File: src/common/gen_cfg.svh
`ifndef GEN_CFG_SVH
`define GEN_CFG_SVH

// block format widths
`define NB_DATA_RAW		64
`define NB_CTRL_RAW		8

// descriptor field widths
`define NB_NDATA		8		// data blocks per frame
`define NB_NIDLE		5		// idle blocks before a frame
`define NB_TERM			3		// trailing bytes in the terminate block

// xorshift64 must never start from zero
`define PAYLOAD_SEED	64'h2545_f491_4f6c_dd1d

`endif

File: src/common/gen_ctrl_pkg.sv
`default_nettype none
`include "gen_cfg.svh"

package gen_ctrl_pkg;

	// one-hot, one bit per block type
	typedef enum logic [5:0]
	{
		ST_INIT		= 6'b000001,	// sequence ordered set after reset
		ST_IDLE		= 6'b000010,
		ST_START	= 6'b000100,
		ST_DATA		= 6'b001000,
		ST_TERM		= 6'b010000,
		ST_ERR		= 6'b100000
	} seq_state_t;

	// descriptor fields
	typedef logic [`NB_NDATA-1:0]	ndata_t;
	typedef logic [`NB_NIDLE-1:0]	nidle_t;
	typedef logic [`NB_TERM-1:0]	nterm_t;

endpackage

`default_nettype wire

File: src/common/pcs_block_pkg.sv
`default_nettype none
`include "gen_cfg.svh"

package pcs_block_pkg;

	typedef logic [`NB_DATA_RAW-1:0]	data_word_t;	// lane 0 in the top byte
	typedef logic [`NB_CTRL_RAW-1:0]	ctrl_word_t;	// msb flags lane 0
	typedef logic [7:0]					char_t;

	// control characters
	localparam char_t		IDLE_CHAR	= 8'h07;
	localparam char_t		START_CHAR	= 8'hFB;
	localparam char_t		TERM_CHAR	= 8'hFD;
	localparam char_t		ERROR_CHAR	= 8'hFE;

	// fixed blocks
	localparam data_word_t	Q_ORD_BLOCK	= 64'h9C68_7973_0000_0000;	// sequence ordered set
	localparam data_word_t	IDLE_BLOCK	= {8{IDLE_CHAR}};
	localparam data_word_t	ERROR_BLOCK	= {8{ERROR_CHAR}};

	// control masks
	localparam ctrl_word_t	ORD_CTRL	= 8'h80;
	localparam ctrl_word_t	IDLE_CTRL	= 8'hFF;	// error blocks too
	localparam ctrl_word_t	START_CTRL	= 8'h80;
	localparam ctrl_word_t	DATA_CTRL	= 8'h00;

	// n trailing data bytes leave the first n lanes clear
	function automatic ctrl_word_t term_ctrl(input logic [`NB_TERM-1:0] n);
		return IDLE_CTRL >> n;
	endfunction

endpackage

`default_nettype wire

File: src/design/frame_gen_top.sv
`timescale 1ns/100ps
`default_nettype none
`include "gen_cfg.svh"

module frame_gen_top
	import pcs_block_pkg::*;
	import gen_ctrl_pkg::*;
(
	input wire logic		i_clock,
	input wire logic		i_rst_n,
	input wire logic		i_req,
	input wire ndata_t		i_ndata,
	input wire nidle_t		i_nidle,
	input wire nterm_t		i_nterm,
	input wire logic		i_poison,
	output logic			o_ack,
	input wire logic		i_ready,
	output data_word_t		o_tx_data,
	output ctrl_word_t		o_tx_ctrl,
	output logic			o_valid
);

	logic		desc_valid;
	logic		desc_take;
	ndata_t		desc_ndata;
	nidle_t		desc_nidle;
	nterm_t		desc_nterm;
	logic		desc_poison;
	seq_state_t	state;
	nterm_t		term_bytes;
	logic		advance;
	logic		stall;
	data_word_t	payload;
	data_word_t	enc_data;
	ctrl_word_t	enc_ctrl;

	frame_req_rx u_frame_req_rx
	(
		.i_clock		(i_clock),
		.i_rst_n		(i_rst_n),
		.i_req			(i_req),
		.i_ndata		(i_ndata),
		.i_nidle		(i_nidle),
		.i_nterm		(i_nterm),
		.i_poison		(i_poison),
		.o_ack			(o_ack),
		.i_desc_take	(desc_take),
		.o_desc_valid	(desc_valid),
		.o_ndata		(desc_ndata),
		.o_nidle		(desc_nidle),
		.o_nterm		(desc_nterm),
		.o_poison		(desc_poison)
	);

	cgmii_seq_fsm u_cgmii_seq_fsm
	(
		.i_clock		(i_clock),
		.i_rst_n		(i_rst_n),
		.i_stall		(stall),
		.i_desc_valid	(desc_valid),
		.i_ndata		(desc_ndata),
		.i_nidle		(desc_nidle),
		.i_nterm		(desc_nterm),
		.i_poison		(desc_poison),
		.o_desc_take	(desc_take),
		.o_state		(state),
		.o_term_bytes	(term_bytes),
		.o_advance		(advance)
	);

	payload_lfsr u_payload_lfsr
	(
		.i_clock		(i_clock),
		.i_rst_n		(i_rst_n),
		.i_advance		(advance),
		.o_payload		(payload)
	);

	block_encoder u_block_encoder
	(
		.i_state		(state),
		.i_payload		(payload),
		.i_term_bytes	(term_bytes),
		.o_tx_data		(enc_data),
		.o_tx_ctrl		(enc_ctrl)
	);

	tx_out_stage u_tx_out_stage
	(
		.i_clock		(i_clock),
		.i_rst_n		(i_rst_n),
		.i_tx_data		(enc_data),
		.i_tx_ctrl		(enc_ctrl),
		.i_ready		(i_ready),
		.o_tx_data		(o_tx_data),
		.o_tx_ctrl		(o_tx_ctrl),
		.o_valid		(o_valid),
		.o_stall		(stall)
	);

endmodule

`default_nettype wire

File: src/design/frame_req_rx.sv
`timescale 1ns/100ps
`default_nettype none
`include "gen_cfg.svh"

module frame_req_rx
	import gen_ctrl_pkg::*;
(
	input wire logic	i_clock,
	input wire logic	i_rst_n,
	// four-phase side
	input wire logic	i_req,
	input wire ndata_t	i_ndata,
	input wire nidle_t	i_nidle,
	input wire nterm_t	i_nterm,
	input wire logic	i_poison,
	output logic		o_ack,
	// sequencer side
	input wire logic	i_desc_take,
	output logic		o_desc_valid,
	output ndata_t		o_ndata,
	output nidle_t		o_nidle,
	output nterm_t		o_nterm,
	output logic		o_poison
);

	logic	ack_q;
	logic	slot_full;
	logic	accept;

	// new request only when the previous handshake is fully closed
	assign accept = i_req && !ack_q && !slot_full;

	always_ff @(posedge i_clock)
	begin
		if (!i_rst_n)
		begin
			ack_q		<= 1'b0;
			slot_full	<= 1'b0;
		end
		else
		begin
			if (accept)
				ack_q <= 1'b1;
			else if (!i_req)
				ack_q <= 1'b0;		// sender released req
			if (accept)
				slot_full <= 1'b1;
			else if (i_desc_take)
				slot_full <= 1'b0;
		end
	end

	// fields are held stable by the sender while req is up
	always_ff @(posedge i_clock)
	begin
		if (accept)
		begin
			o_ndata		<= i_ndata;
			o_nidle		<= i_nidle;
			o_nterm		<= i_nterm;
			o_poison	<= i_poison;
		end
	end

	assign o_ack		= ack_q;
	assign o_desc_valid	= slot_full;

endmodule

`default_nettype wire

File: src/design/tx_out_stage.sv
`timescale 1ns/100ps
`default_nettype none
`include "gen_cfg.svh"

module tx_out_stage
	import pcs_block_pkg::*;
(
	input wire logic		i_clock,
	input wire logic		i_rst_n,
	input wire data_word_t	i_tx_data,
	input wire ctrl_word_t	i_tx_ctrl,
	input wire logic		i_ready,
	output data_word_t		o_tx_data,
	output ctrl_word_t		o_tx_ctrl,
	output logic			o_valid,
	output logic			o_stall
);

	logic	valid_q;

	// hold the word until the sink takes it
	assign o_stall = valid_q && !i_ready;

	always_ff @(posedge i_clock)
	begin
		if (!i_rst_n)
			valid_q <= 1'b0;
		else if (!o_stall)
			valid_q <= 1'b1;		// a block every cycle once running
	end

	always_ff @(posedge i_clock)
	begin
		if (!o_stall)
		begin
			o_tx_data <= i_tx_data;
			o_tx_ctrl <= i_tx_ctrl;
		end
	end

	assign o_valid = valid_q;

endmodule

`default_nettype wire

File: src/frame_gen/block_encoder.sv
`timescale 1ns/100ps
`default_nettype none
`include "gen_cfg.svh"

module block_encoder
	import pcs_block_pkg::*;
	import gen_ctrl_pkg::*;
(
	input wire seq_state_t	i_state,
	input wire data_word_t	i_payload,
	input wire nterm_t		i_term_bytes,
	output data_word_t		o_tx_data,
	output ctrl_word_t		o_tx_ctrl
);

	localparam int	N_LANES = `NB_CTRL_RAW;

	data_word_t	term_blk [N_LANES];
	ctrl_word_t	term_msk [N_LANES];
	data_word_t	start_blk;

	// terminate variant n keeps payload lanes 0..n-1, then T, then idles
	for (genvar n = 0; n < N_LANES; n++)
	begin : g_term
		for (genvar k = 0; k < N_LANES; k++)
		begin : g_lane
			if (k < n)
			begin : g_pay
				assign term_blk[n][`NB_DATA_RAW-1-8*k -: 8] = i_payload[`NB_DATA_RAW-1-8*k -: 8];
			end
			else if (k == n)
			begin : g_t
				assign term_blk[n][`NB_DATA_RAW-1-8*k -: 8] = TERM_CHAR;
			end
			else
			begin : g_idle
				assign term_blk[n][`NB_DATA_RAW-1-8*k -: 8] = IDLE_CHAR;
			end
		end
		assign term_msk[n] = term_ctrl(nterm_t'(n));
	end

	assign start_blk = {START_CHAR, i_payload[`NB_DATA_RAW-9:0]};	// lane 0 replaced

	always_comb
	begin
		o_tx_data = IDLE_BLOCK;
		o_tx_ctrl = IDLE_CTRL;
		case (i_state)
			ST_INIT:
			begin
				o_tx_data = Q_ORD_BLOCK;
				o_tx_ctrl = ORD_CTRL;
			end
			ST_START:
			begin
				o_tx_data = start_blk;
				o_tx_ctrl = START_CTRL;
			end
			ST_DATA:
			begin
				o_tx_data = i_payload;
				o_tx_ctrl = DATA_CTRL;
			end
			ST_TERM:
			begin
				o_tx_data = term_blk[i_term_bytes];
				o_tx_ctrl = term_msk[i_term_bytes];
			end
			ST_ERR:
			begin
				o_tx_data = ERROR_BLOCK;
				o_tx_ctrl = IDLE_CTRL;
			end
			default: ;		// idle
		endcase
	end

endmodule

`default_nettype wire

File: src/frame_gen/cgmii_seq_fsm.sv
`timescale 1ns/100ps
`default_nettype none
`include "gen_cfg.svh"

module cgmii_seq_fsm
	import gen_ctrl_pkg::*;
(
	input wire logic	i_clock,
	input wire logic	i_rst_n,
	input wire logic	i_stall,
	// descriptor slot
	input wire logic	i_desc_valid,
	input wire ndata_t	i_ndata,
	input wire nidle_t	i_nidle,
	input wire nterm_t	i_nterm,
	input wire logic	i_poison,
	output logic		o_desc_take,
	// to encoder and payload generator
	output seq_state_t	o_state,
	output nterm_t		o_term_bytes,
	output logic		o_advance
);

	seq_state_t	state;
	seq_state_t	end_state;
	nidle_t		idle_cnt;		// idles still owed before start
	ndata_t		data_cnt;		// data blocks still owed
	nterm_t		nterm_q;
	logic		poison_q;
	logic		frame_end;
	logic		can_take;

	assign frame_end	= (state == ST_TERM) || (state == ST_ERR);
	assign end_state	= poison_q ? ST_ERR : ST_TERM;

	// a descriptor is loaded on the end block itself so back to back frames keep exact gaps
	assign can_take		= frame_end || ((state == ST_IDLE) && (idle_cnt == '0));
	assign o_desc_take	= !i_stall && i_desc_valid && can_take;

	// every block type that consumes a payload word
	assign o_advance	= !i_stall && ((state == ST_START) || (state == ST_DATA) || frame_end);

	always_ff @(posedge i_clock)
	begin
		if (!i_rst_n)
		begin
			state		<= ST_INIT;
			idle_cnt	<= '0;
			data_cnt	<= '0;
			nterm_q		<= '0;
			poison_q	<= 1'b0;
		end
		else if (!i_stall)
		begin
			if (o_desc_take)
			begin
				idle_cnt	<= i_nidle;
				data_cnt	<= i_ndata;
				nterm_q		<= i_nterm;
				poison_q	<= i_poison;
				state		<= (i_nidle == '0) ? ST_START : ST_IDLE;
			end
			else
			begin
				case (state)
					ST_INIT:	state <= ST_IDLE;		// ordered set goes out once
					ST_IDLE:
					begin
						if (idle_cnt != '0)
						begin
							idle_cnt <= idle_cnt - 1'b1;
							if (idle_cnt == nidle_t'(1))
								state <= ST_START;
						end
					end
					ST_START:	state <= (data_cnt == '0) ? end_state : ST_DATA;
					ST_DATA:
					begin
						data_cnt <= data_cnt - 1'b1;
						if (data_cnt == ndata_t'(1))
							state <= end_state;
					end
					ST_TERM,
					ST_ERR:		state <= ST_IDLE;
					default:	state <= ST_INIT;
				endcase
			end
		end
	end

	assign o_state		= state;
	assign o_term_bytes	= nterm_q;

endmodule

`default_nettype wire

File: src/frame_gen/payload_lfsr.sv
`timescale 1ns/100ps
`default_nettype none
`include "gen_cfg.svh"

module payload_lfsr
	import pcs_block_pkg::*;
(
	input wire logic	i_clock,
	input wire logic	i_rst_n,
	input wire logic	i_advance,
	output data_word_t	o_payload
);

	data_word_t	lfsr_q;
	data_word_t	step1;
	data_word_t	step2;
	data_word_t	step3;

	// xorshift64, shifts 13 / 7 / 17
	assign step1 = lfsr_q ^ (lfsr_q << 13);
	assign step2 = step1 ^ (step1 >> 7);
	assign step3 = step2 ^ (step2 << 17);

	always_ff @(posedge i_clock)
	begin
		if (!i_rst_n)
			lfsr_q <= `PAYLOAD_SEED;
		else if (i_advance)
			lfsr_q <= step3;
	end

	assign o_payload = lfsr_q;

endmodule

`default_nettype wire

File: config.mk
export PLATFORM = sky130hd
export DESIGN_NAME = frame_gen_top
export DESIGN_NICKNAME = d
export VERILOG_FILES = /design/src/common/gen_ctrl_pkg.sv /design/src/common/pcs_block_pkg.sv /design/src/design/frame_gen_top.sv /design/src/design/frame_req_rx.sv /design/src/design/tx_out_stage.sv /design/src/frame_gen/block_encoder.sv /design/src/frame_gen/cgmii_seq_fsm.sv /design/src/frame_gen/payload_lfsr.sv
export VERILOG_INCLUDE_DIRS = /design/src /design/src/common
export SDC_FILE = /design/constraint.sdc
export NUM_CORES = 1
export LEC_CHECK = 0
export BUFFER_PORTS_ARGS = -buffer_cell sky130_fd_sc_hd__buf_2
export CAP_MARGIN = 25
export CORE_MARGIN = 10
export CORE_UTILIZATION = 35
export CTS_BUF_LIST = sky130_fd_sc_hd__clkbuf_8
export CTS_CLUSTER_DIAMETER = 40
export DETAILED_ROUTE_END_ITERATION = 6
export GPL_ROUTABILITY_DRIVEN = 0
export PLACE_DENSITY = 0.58
export SETUP_SLACK_MARGIN = 0.15
export SYNTH_ARGS = -nofsm -noshare
export SYNTH_HDL_FRONTEND = slang
export SYNTH_HIERARCHICAL = 1
export SYNTH_SLANG_ARGS = --single-unit
export TNS_END_PERCENT = 1
File: constraint.sdc
create_clock -name i_clock -period 2.8 [get_ports i_clock]
set_input_delay 0.14 -clock i_clock [delete_from_list [all_inputs] [get_ports i_clock]]
set_output_delay 0.14 -clock i_clock [all_outputs]
set_load 0.05 [all_outputs]
==> results of run 1 <==
==> timing repair <==
action / in CTS / in global routing
buffers inserted: 0 / 2
hold buffers: 18 / 0
hold endpoints to repair: 18 / 0
endpoints found under the setup margin: 0 / 22
resized for setup: 0 / 2
==> stage by stage <==
stage | total power [µW] | area [µm²] | cells | util (%)
5_1_grt | 5990 | 11500 | 1382 | 41.1
3_5_place_dp | 4020 | 10900 | 1328 | 38.9
6_report | 5760 | 11500 | 1382 | 41.1
3_3_place_gp | 4020 | 10900 | 1328 | 38.9
4_1_cts | 5840 | 11500 | 1378 | 40.9
2_1_floorplan | 3760 | 10000 | 897 | -
==> Yosys cell counts, types with 4 or more instances <==
cell	instances
edfxtp_1	89
mux2i_1	17
inv_1	22
clkbuf_1	44
a21oi_1	42
o211ai_1	14
nand2b_1	18
o211ai_2	4
nand4b_1	4
o21ai_1	6
xor3_1	13
buf_6	6
xnor3_1	40
and2_1	4
dfxtp_1	90
nand3b_1	14
ha_1	6
nor4_1	6
nor3_1	10
o21a_1	18
nand2_1	71
o21ai_0	47
xnor2_1	88
a221o_1	4
xor2_1	30
nor2b_1	6
buf_1	4
a21o_1	28
nor2_1	43
and3_1	12
buf_2	16
nand3_1	16
or3_1	8
==> power by group through the flow <==
| stage | clock [µW] | combinational (µW) | sequential, µW |
|---|---|---|---|
| 2_1_floorplan | 0 | 255 | 3510 |
| 3_3_place_gp | 0 | 970 | 3050 |
| 3_5_place_dp | 0 | 969 | 3050 |
| 4_1_cts | 1850 | 995 | 2990 |
| 5_1_grt | 1930 | 1050 | 3010 |
| 6_report | 1790 | 987 | 2990 |
==> sequential cells by signal, summed over array words and instances (netlist names) <==
name	flops
u_frame_req_rx/o_poison	1
u_cgmii_seq_fsm/data_cnt	8
u_cgmii_seq_fsm/o_term_bytes	3
u_tx_out_stage/o_tx_ctrl	8
u_frame_req_rx/o_nidle	5
u_frame_req_rx/o_nterm	3
u_tx_out_stage/o_valid	1
u_cgmii_seq_fsm/idle_cnt	5
u_frame_req_rx/o_ndata	8
u_cgmii_seq_fsm/o_state	6
u_frame_req_rx/o_desc_valid	1
u_payload_lfsr/o_payload	64
u_cgmii_seq_fsm/poison_q	1
u_frame_req_rx/o_ack	1
u_tx_out_stage/o_tx_data	64
==> worst min path at each step <==
| stage | startpoint | to | slack (ns) | cells past startpoint |
|---|---|---|---|---|
| after detailed placement | i_nterm[1] | u_frame_req_rx/o_nterm[1]$_DFFE_PP_ | 0.32 | 1 |
| after global routing | i_rst_n | u_payload_lfsr/o_payload[7]$_SDFFE_PN0P_ | 0.31 | 3 |
| after floorplan | i_rst_n | u_tx_out_stage/o_valid$_SDFFE_PN0N_ | 0.23 | 1 |
| after CTS | i_rst_n | u_payload_lfsr/o_payload[1]$_SDFFE_PN0P_ | 0.29 | 3 |
| after global placement | i_ndata[7] | u_frame_req_rx/o_ndata[7]$_DFFE_PP_ | 0.32 | 1 |
| final | i_rst_n | u_payload_lfsr/o_payload[6]$_SDFFE_PN0P_ | 0.33 | 3 |
==> worst reg2reg max path: cells and delay by family, from the launching register on <==
family / cells / cell delay, ns
AND/OR/NAND/NOR: 4 / 1.12
AO/OA/AOI/OAI: 2 / 0.46
flip-flops: 1 / 0.33
buffers and inverters: 2 / 0.53
==> routing by layer <==
metal	vias up	global-route usage, %	part of all wire, %
li1	3355	-	-
met2	210	21.3	44
met1	3410	20.3	49
met5	-	0	0
met4	0	4.06	1.2
met3	20	3.80	6.6
==> cell families (layout without fill, tap and decap cells) <==
family / count (synthesis) / count (layout)
xor+xnor: 173 / 173
compound gates: 190 / 190
mux: 17 / 17
buf+inv: 93 / 200
simple gates: 239 / 239
flops: 179 / 179
fa+ha+maj: 6 / 6
==> cells in the final DEF (no fill, tap or decap), drive strengths merged, types with 18 or more instances in the layout <==
master / instances
dlygate4sd3: 18
inv: 28
dfxtp: 90
xnor2: 89
a21o: 28
nand2b: 18
edfxtp: 89
nor2: 43
o21a: 18
nand2: 72
o21ai: 53
xnor3: 41
a21oi: 42
xor2: 30
nand3: 18
o211ai: 18
buf: 125
==> area by class of cell <==
cell class / instances / area share, %
multi-input combinational: 625 / 44.6
sequential: 179 / 38.9
timing repair buffer: 143 / 7.93
tap: 378 / 4.11
clock buffer: 17 / 2.03
clock inverter: 15 / 1.47
inverter: 23 / 0.827
timing repair inverter: 2 / 0.0870
==> flow_metrics.tcl, run 1 <==
set metrics [dict create \
    crit_path_top_delay_cell "or4_4" \
    worst-path-stages 8 \
    synthTopCellsByArea "edfxtp_1, dfxtp_1, xnor3_1" \
    syn_area_mm2 0.0100 \
    drt_wl_total_um 26400 \
    leakagePower_uw 0.00506 \
    syn-num-nets 924 \
    drt_iter0_drc 629 \
    fp.dieH_um 189 \
    cp.arrival_ns 2.91 \
    crit_required_ns 3.13 \
    antenna_found_initial 0 \
    numPortBuffers 94 \
    start_util_pct 35.7 \
    ys_warn_count 6 \
    cts_inserted_buffers 17 \
    p_clk_share_pct 31.0 \
    tightest_slew_ns 0.938 \
    grt_overflow 0 \
    critPathMaxFanout 5 \
    worst_setup_path_end_kind "flop" \
    grt_use_total_pct 14.4 \
    holdCritPathClass "in2reg" \
    clock_sinks 179 \
    synth_top_area_cell "edfxtp_1" \
    synth_edf_count 89 \
    cap_viol_max_count 0 \
    synth_top_family_by_area "XOR/XNOR gates" \
    start_kind "flop" \
    cp_slowest_stage_delay_ns 0.57 \
    yosysTopAreaCellShare_pct 26.7 \
    cts_tree "built" \
    multi_input_area_mm2 0.00513 \
    setup_violations 0 \
    dpl.hpwl_um 18900 \
    drc 0 \
    r2r-end "u_payload_lfsr/o_payload[39]$_SDFFE_PN1P_" \
    nFillCells 2714 \
    r2r-start "u_cgmii_seq_fsm/o_state[3]$_SDFFE_PN0P_" \
    fin_crit_ns 2.58 \
    path_cells "or4_4, nor3b_1, nor2_1, a21oi_4, clkinvlp_2, buf_4, o21a_1, nand3b_1" \
    std_cell_rows 61 \
    seq_power_share_pct 51.9 \
    wl_per_cell_um 19.1 \
    drtAntennaViolNets 0 \
    skew_ns 0.0133 \
    cts-root-buf "clkbuf_8" \
    ys.flop_type "dfxtp_1" \
    synth_fa_ha_area_share_pct 0.750 \
    via_per_inst 5.06 \
    worst-setup-path-type "reg2reg" \
    htreeDepth 4 \
    drive_gt1_share_pct 19.3 \
    syn_inst 897 \
    crit_start "u_cgmii_seq_fsm/o_state[3]$_SDFFE_PN0P_" \
    p_int_uw 3850 \
    layout_setup_ws_ns 0.215 \
    post-route-period-util_pct 92.3 \
    regArea_mm2 0.00447 \
    crit_family "simple AND/OR/NAND/NOR gates" \
    syn_area_per_cell_um2 11.2 \
    io_pins 95 \
    run_status "finished, final reports clean" \
    clk_latency_ns 0.47 \
    reg2reg_slack_ns 0.22 \
    hold_violations 0 \
    comb_power_share_pct 17.1 \
    core-area_mm2 0.0280 \
    slew_headroom_pct 37.2 \
    vdd_drop_max_mv 0.214 \
    crit_end "u_payload_lfsr/o_payload[39]$_SDFFE_PN1P_" \
    dieArea_mm2 0.0358 \
    synth.area.mux_share_pct 1.70 \
    clkTransAtPathRegs_ns 0.11 \
    sw_frac_of_total_pct 33.2 \
    async_flop_share_pct 0 \
    area_delta_synth_final_pct 14.9 \
    p_per_area_mw_per_mm2 501 \
    cts_buffer_depth 2 \
    max_freq_ghz 0.387 \
    grt_max_degree 88 \
    crit_buf_inv 2 \
    fp.dieW_um 189 \
    diodes 0 \
    yosys.area_share.simple_pct 13.0 \
    reg2reg_depth 8 \
    routed-via-count 6995 \
    first_pass_iters 5 \
    synthXorXnorAreaFrac_pct 22.8 \
    synth_cell_types 73 \
    yosys_register_bits 179 \
    drv_slew 0 \
    hold_ws_ns 0.334 \
    synth_compound_area_share_pct 12.9 \
    p_switching_uw 1910 \
    grt_pass1_vias 6660 \
    fin_tns_setup_ns 0 \
    rsz0062_at_grt "yes" \
    grt_pass1_wl_um 40200 \
    yosysSeqAreaShare_pct 44.7 \
    detailedPlace.worstSlack_ns 0.278 \
    fin_nets 1018 \
]
No activity file was read; power rests on OpenSTA's default activity.
==> run 2, diff against run 1 <==
- ABC_AREA: not set -> 1
==> flow_metrics.tcl, run 2 <==
set metrics [dict create \
    cap_viol_max_count 0 \
    cts_inserted_buffers 17 \
    antenna_found_initial 2 \
    ys_warn_count 6 \
    wl_per_cell_um 15.8 \
    highest_layer "met5" \
    syn_area_mm2 0.0105 \
    numPortBuffers 94 \
    grt_pass1_vias 9200 \
    synthTopCellsByArea "edfxtp_1, nand2_1, dfxtp_1" \
    clk_latency_ns 0.50 \
    routed-via-count 10200 \
    hold_start "i_ready" \
    drv_slew 0 \
    syn_area_per_cell_um2 6.78 \
    finalPower_uw 6350 \
    dp_cells 2002 \
    r2r-end "u_payload_lfsr/o_payload[58]$_SDFFE_PN1P_" \
    cts_tree "built" \
    ys.flop_type "dfxtp_1" \
    grt_max_degree 73 \
    dpl.hpwl_um 24800 \
    worst-setup-path-type "reg2reg" \
    skew_ns 0.0186 \
    clkTransAtPathRegs_ns 0.10 \
    fin_tns_setup_ns 0 \
    first_pass_iters 6 \
    holdPathStages 4 \
    core-area_mm2 0.0296 \
    grt_pass1_wl_um 50700 \
    drive_gt1_share_pct 11.6 \
    cts_buffer_depth 2 \
    rsz0062_at_grt "no" \
    crit_required_ns 3.23 \
    hold_ws_ns 0.293 \
    dr_wl_met3_um 2110 \
    wl_met2_um 14400 \
    clock_sinks 179 \
    yosysTopAreaCellShare_pct 25.4 \
    start_kind "flop" \
    synth_edf_count 89 \
    tightest_slew_ns 0.736 \
    synth_cell_types 39 \
    reg2reg_depth 8 \
    worst_setup_path_end_kind "flop" \
    std_cell_rows 63 \
    p_per_area_mw_per_mm2 535 \
    layout_commonest_cell "nand2_1" \
    htreeDepth 4 \
    run_status "finished, final reports clean" \
    instances_no_fill 2053 \
    wl_met1_um 15100 \
    drt_wl_total_um 32500 \
    start_util_pct 35.5 \
    final_cell_mix "nand2_1, inv_1, nor2_1" \
    drc 0 \
    fin_crit_ns 2.20 \
    yosys-top-cells-count "nand2_1, inv_1, nor2_1" \
    yosys_register_bits 179 \
    post-route-period-util_pct 78.6 \
    yosysSeqAreaShare_pct 42.5 \
    hold_buffers 19 \
    area_delta_synth_final_pct 12.8 \
    drtAntennaViolNets 0 \
    ctsResizeCount 0 \
    vdd_drop_max_mv 0.299 \
    synth_most_common_cell "nand2_1" \
    fp.dieH_um 193 \
    via_per_inst 4.96 \
    grt_overflow 0 \
    fin_nets 1677 \
    grt_use_total_pct 16.8 \
    syn-num-nets 1580 \
    cp.arrival_ns 2.63 \
    fp.dieW_um 193 \
    diodes 0 \
    r2r-start "u_cgmii_seq_fsm/o_state[1]$_SDFFE_PN0P_" \
    cts-root-buf "clkbuf_8" \
    slew_headroom_pct 50.9 \
    holdCritPathClass "in2reg" \
    max_freq_ghz 0.454 \
    leakagePower_uw 0.00584 \
    dieArea_mm2 0.0374 \
    syn_inst 1553 \
    setup_violations 0 \
    hold_path_end "u_tx_out_stage/o_tx_data[45]$_DFFE_PN_" \
    io_pins 95 \
    hold_violations 0 \
    drt_iter0_drc 931 \
    critPathMaxFanout 67 \
    cts_setup_buffers 0 \
    reg2reg_slack_ns 0.60 \
    synth_top_area_cell "edfxtp_1" \
    async_flop_share_pct 0 \
]
run 2: worst max-delay path: stages, from the launching register on:
cell	delay (ns)
dfxtp_1	0.38
nor2_1	0.19
nand2_1	0.07
nor2_1	0.21
inv_1	0.13
a31oi_4	0.19
buf_4	0.62
o21ai_0	0.19
o21ai_1	0.15
run 2: how the worst max path moves through the flow:
stage	depth (start not counted)	start	slack (ns)	endpoint
floorplan	1	u_tx_out_stage/o_valid$_SDFFE_PN0N_	0.82	u_tx_out_stage/o_tx_ctrl[0]$_DFFE_PN_
global placement	10	u_cgmii_seq_fsm/o_state[1]$_SDFFE_PN0P_	0.63	u_payload_lfsr/o_payload[57]$_SDFFE_PN0P_
detailed placement	8	u_cgmii_seq_fsm/o_state[1]$_SDFFE_PN0P_	0.62	u_payload_lfsr/o_payload[40]$_SDFFE_PN0P_
CTS	8	u_cgmii_seq_fsm/o_state[1]$_SDFFE_PN0P_	0.60	u_payload_lfsr/o_payload[58]$_SDFFE_PN1P_
global route	9	u_cgmii_seq_fsm/o_state[1]$_SDFFE_PN0P_	0.31	u_payload_lfsr/o_payload[43]$_SDFFE_PN0P_
finish	8	u_cgmii_seq_fsm/o_state[1]$_SDFFE_PN0P_	0.60	u_payload_lfsr/o_payload[58]$_SDFFE_PN1P_
run 2: power by group:
part	internal [µW]	total [µW]	switching [µW]
Sequential	3020	3130	107
Clock	653	1750	1100
Combinational	318	1470	1160
run 2: final cells by class:
type / count / area, µm²
Fill cell: 3125 / 17800
Clock buffer: 17 / 234
Multi-Input combinational cell: 1180 / 5240
Timing Repair Buffer: 122 / 741
Inverter: 150 / 563
Sequential cell: 179 / 4470
Clock inverter: 15 / 140
Tap cell: 390 / 488
run 2: per-layer routing:
layer | vias up | track usage, %
met5 | - | 0
met3 | 55 | 2.92
met2 | 349 | 26.0
met1 | 4632 | 22.9
met4 | 2 | 6.35
li1 | 5139 | -
run 2: kinds of logic (layout without fill, tap and decap cells):
group / Yosys count / count (layout) / synth area share (%)
buffers and inverters: 194 / 304 / 7.98
AND/OR/NAND/NOR: 968 / 968 / 37.0
flip-flops: 179 / 179 / 42.5
adder cells (fa/ha/maj): 6 / 6 / 0.713
AO/OA/AOI/OAI: 184 / 184 / 9.88
XOR/XNOR: 22 / 22 / 1.90
run 2: metrics by stage:
stage	setup WS, ns	instance area, µm²	utilization [%]
2_1_floorplan	0.817	10500	-
3_3_place_gp	0.634	11300	38.2
3_5_place_dp	0.616	11300	38.2
4_1_cts	0.596	11900	40.1
5_1_grt	0.310	11900	40.1
6_report	0.600	11900	40.1
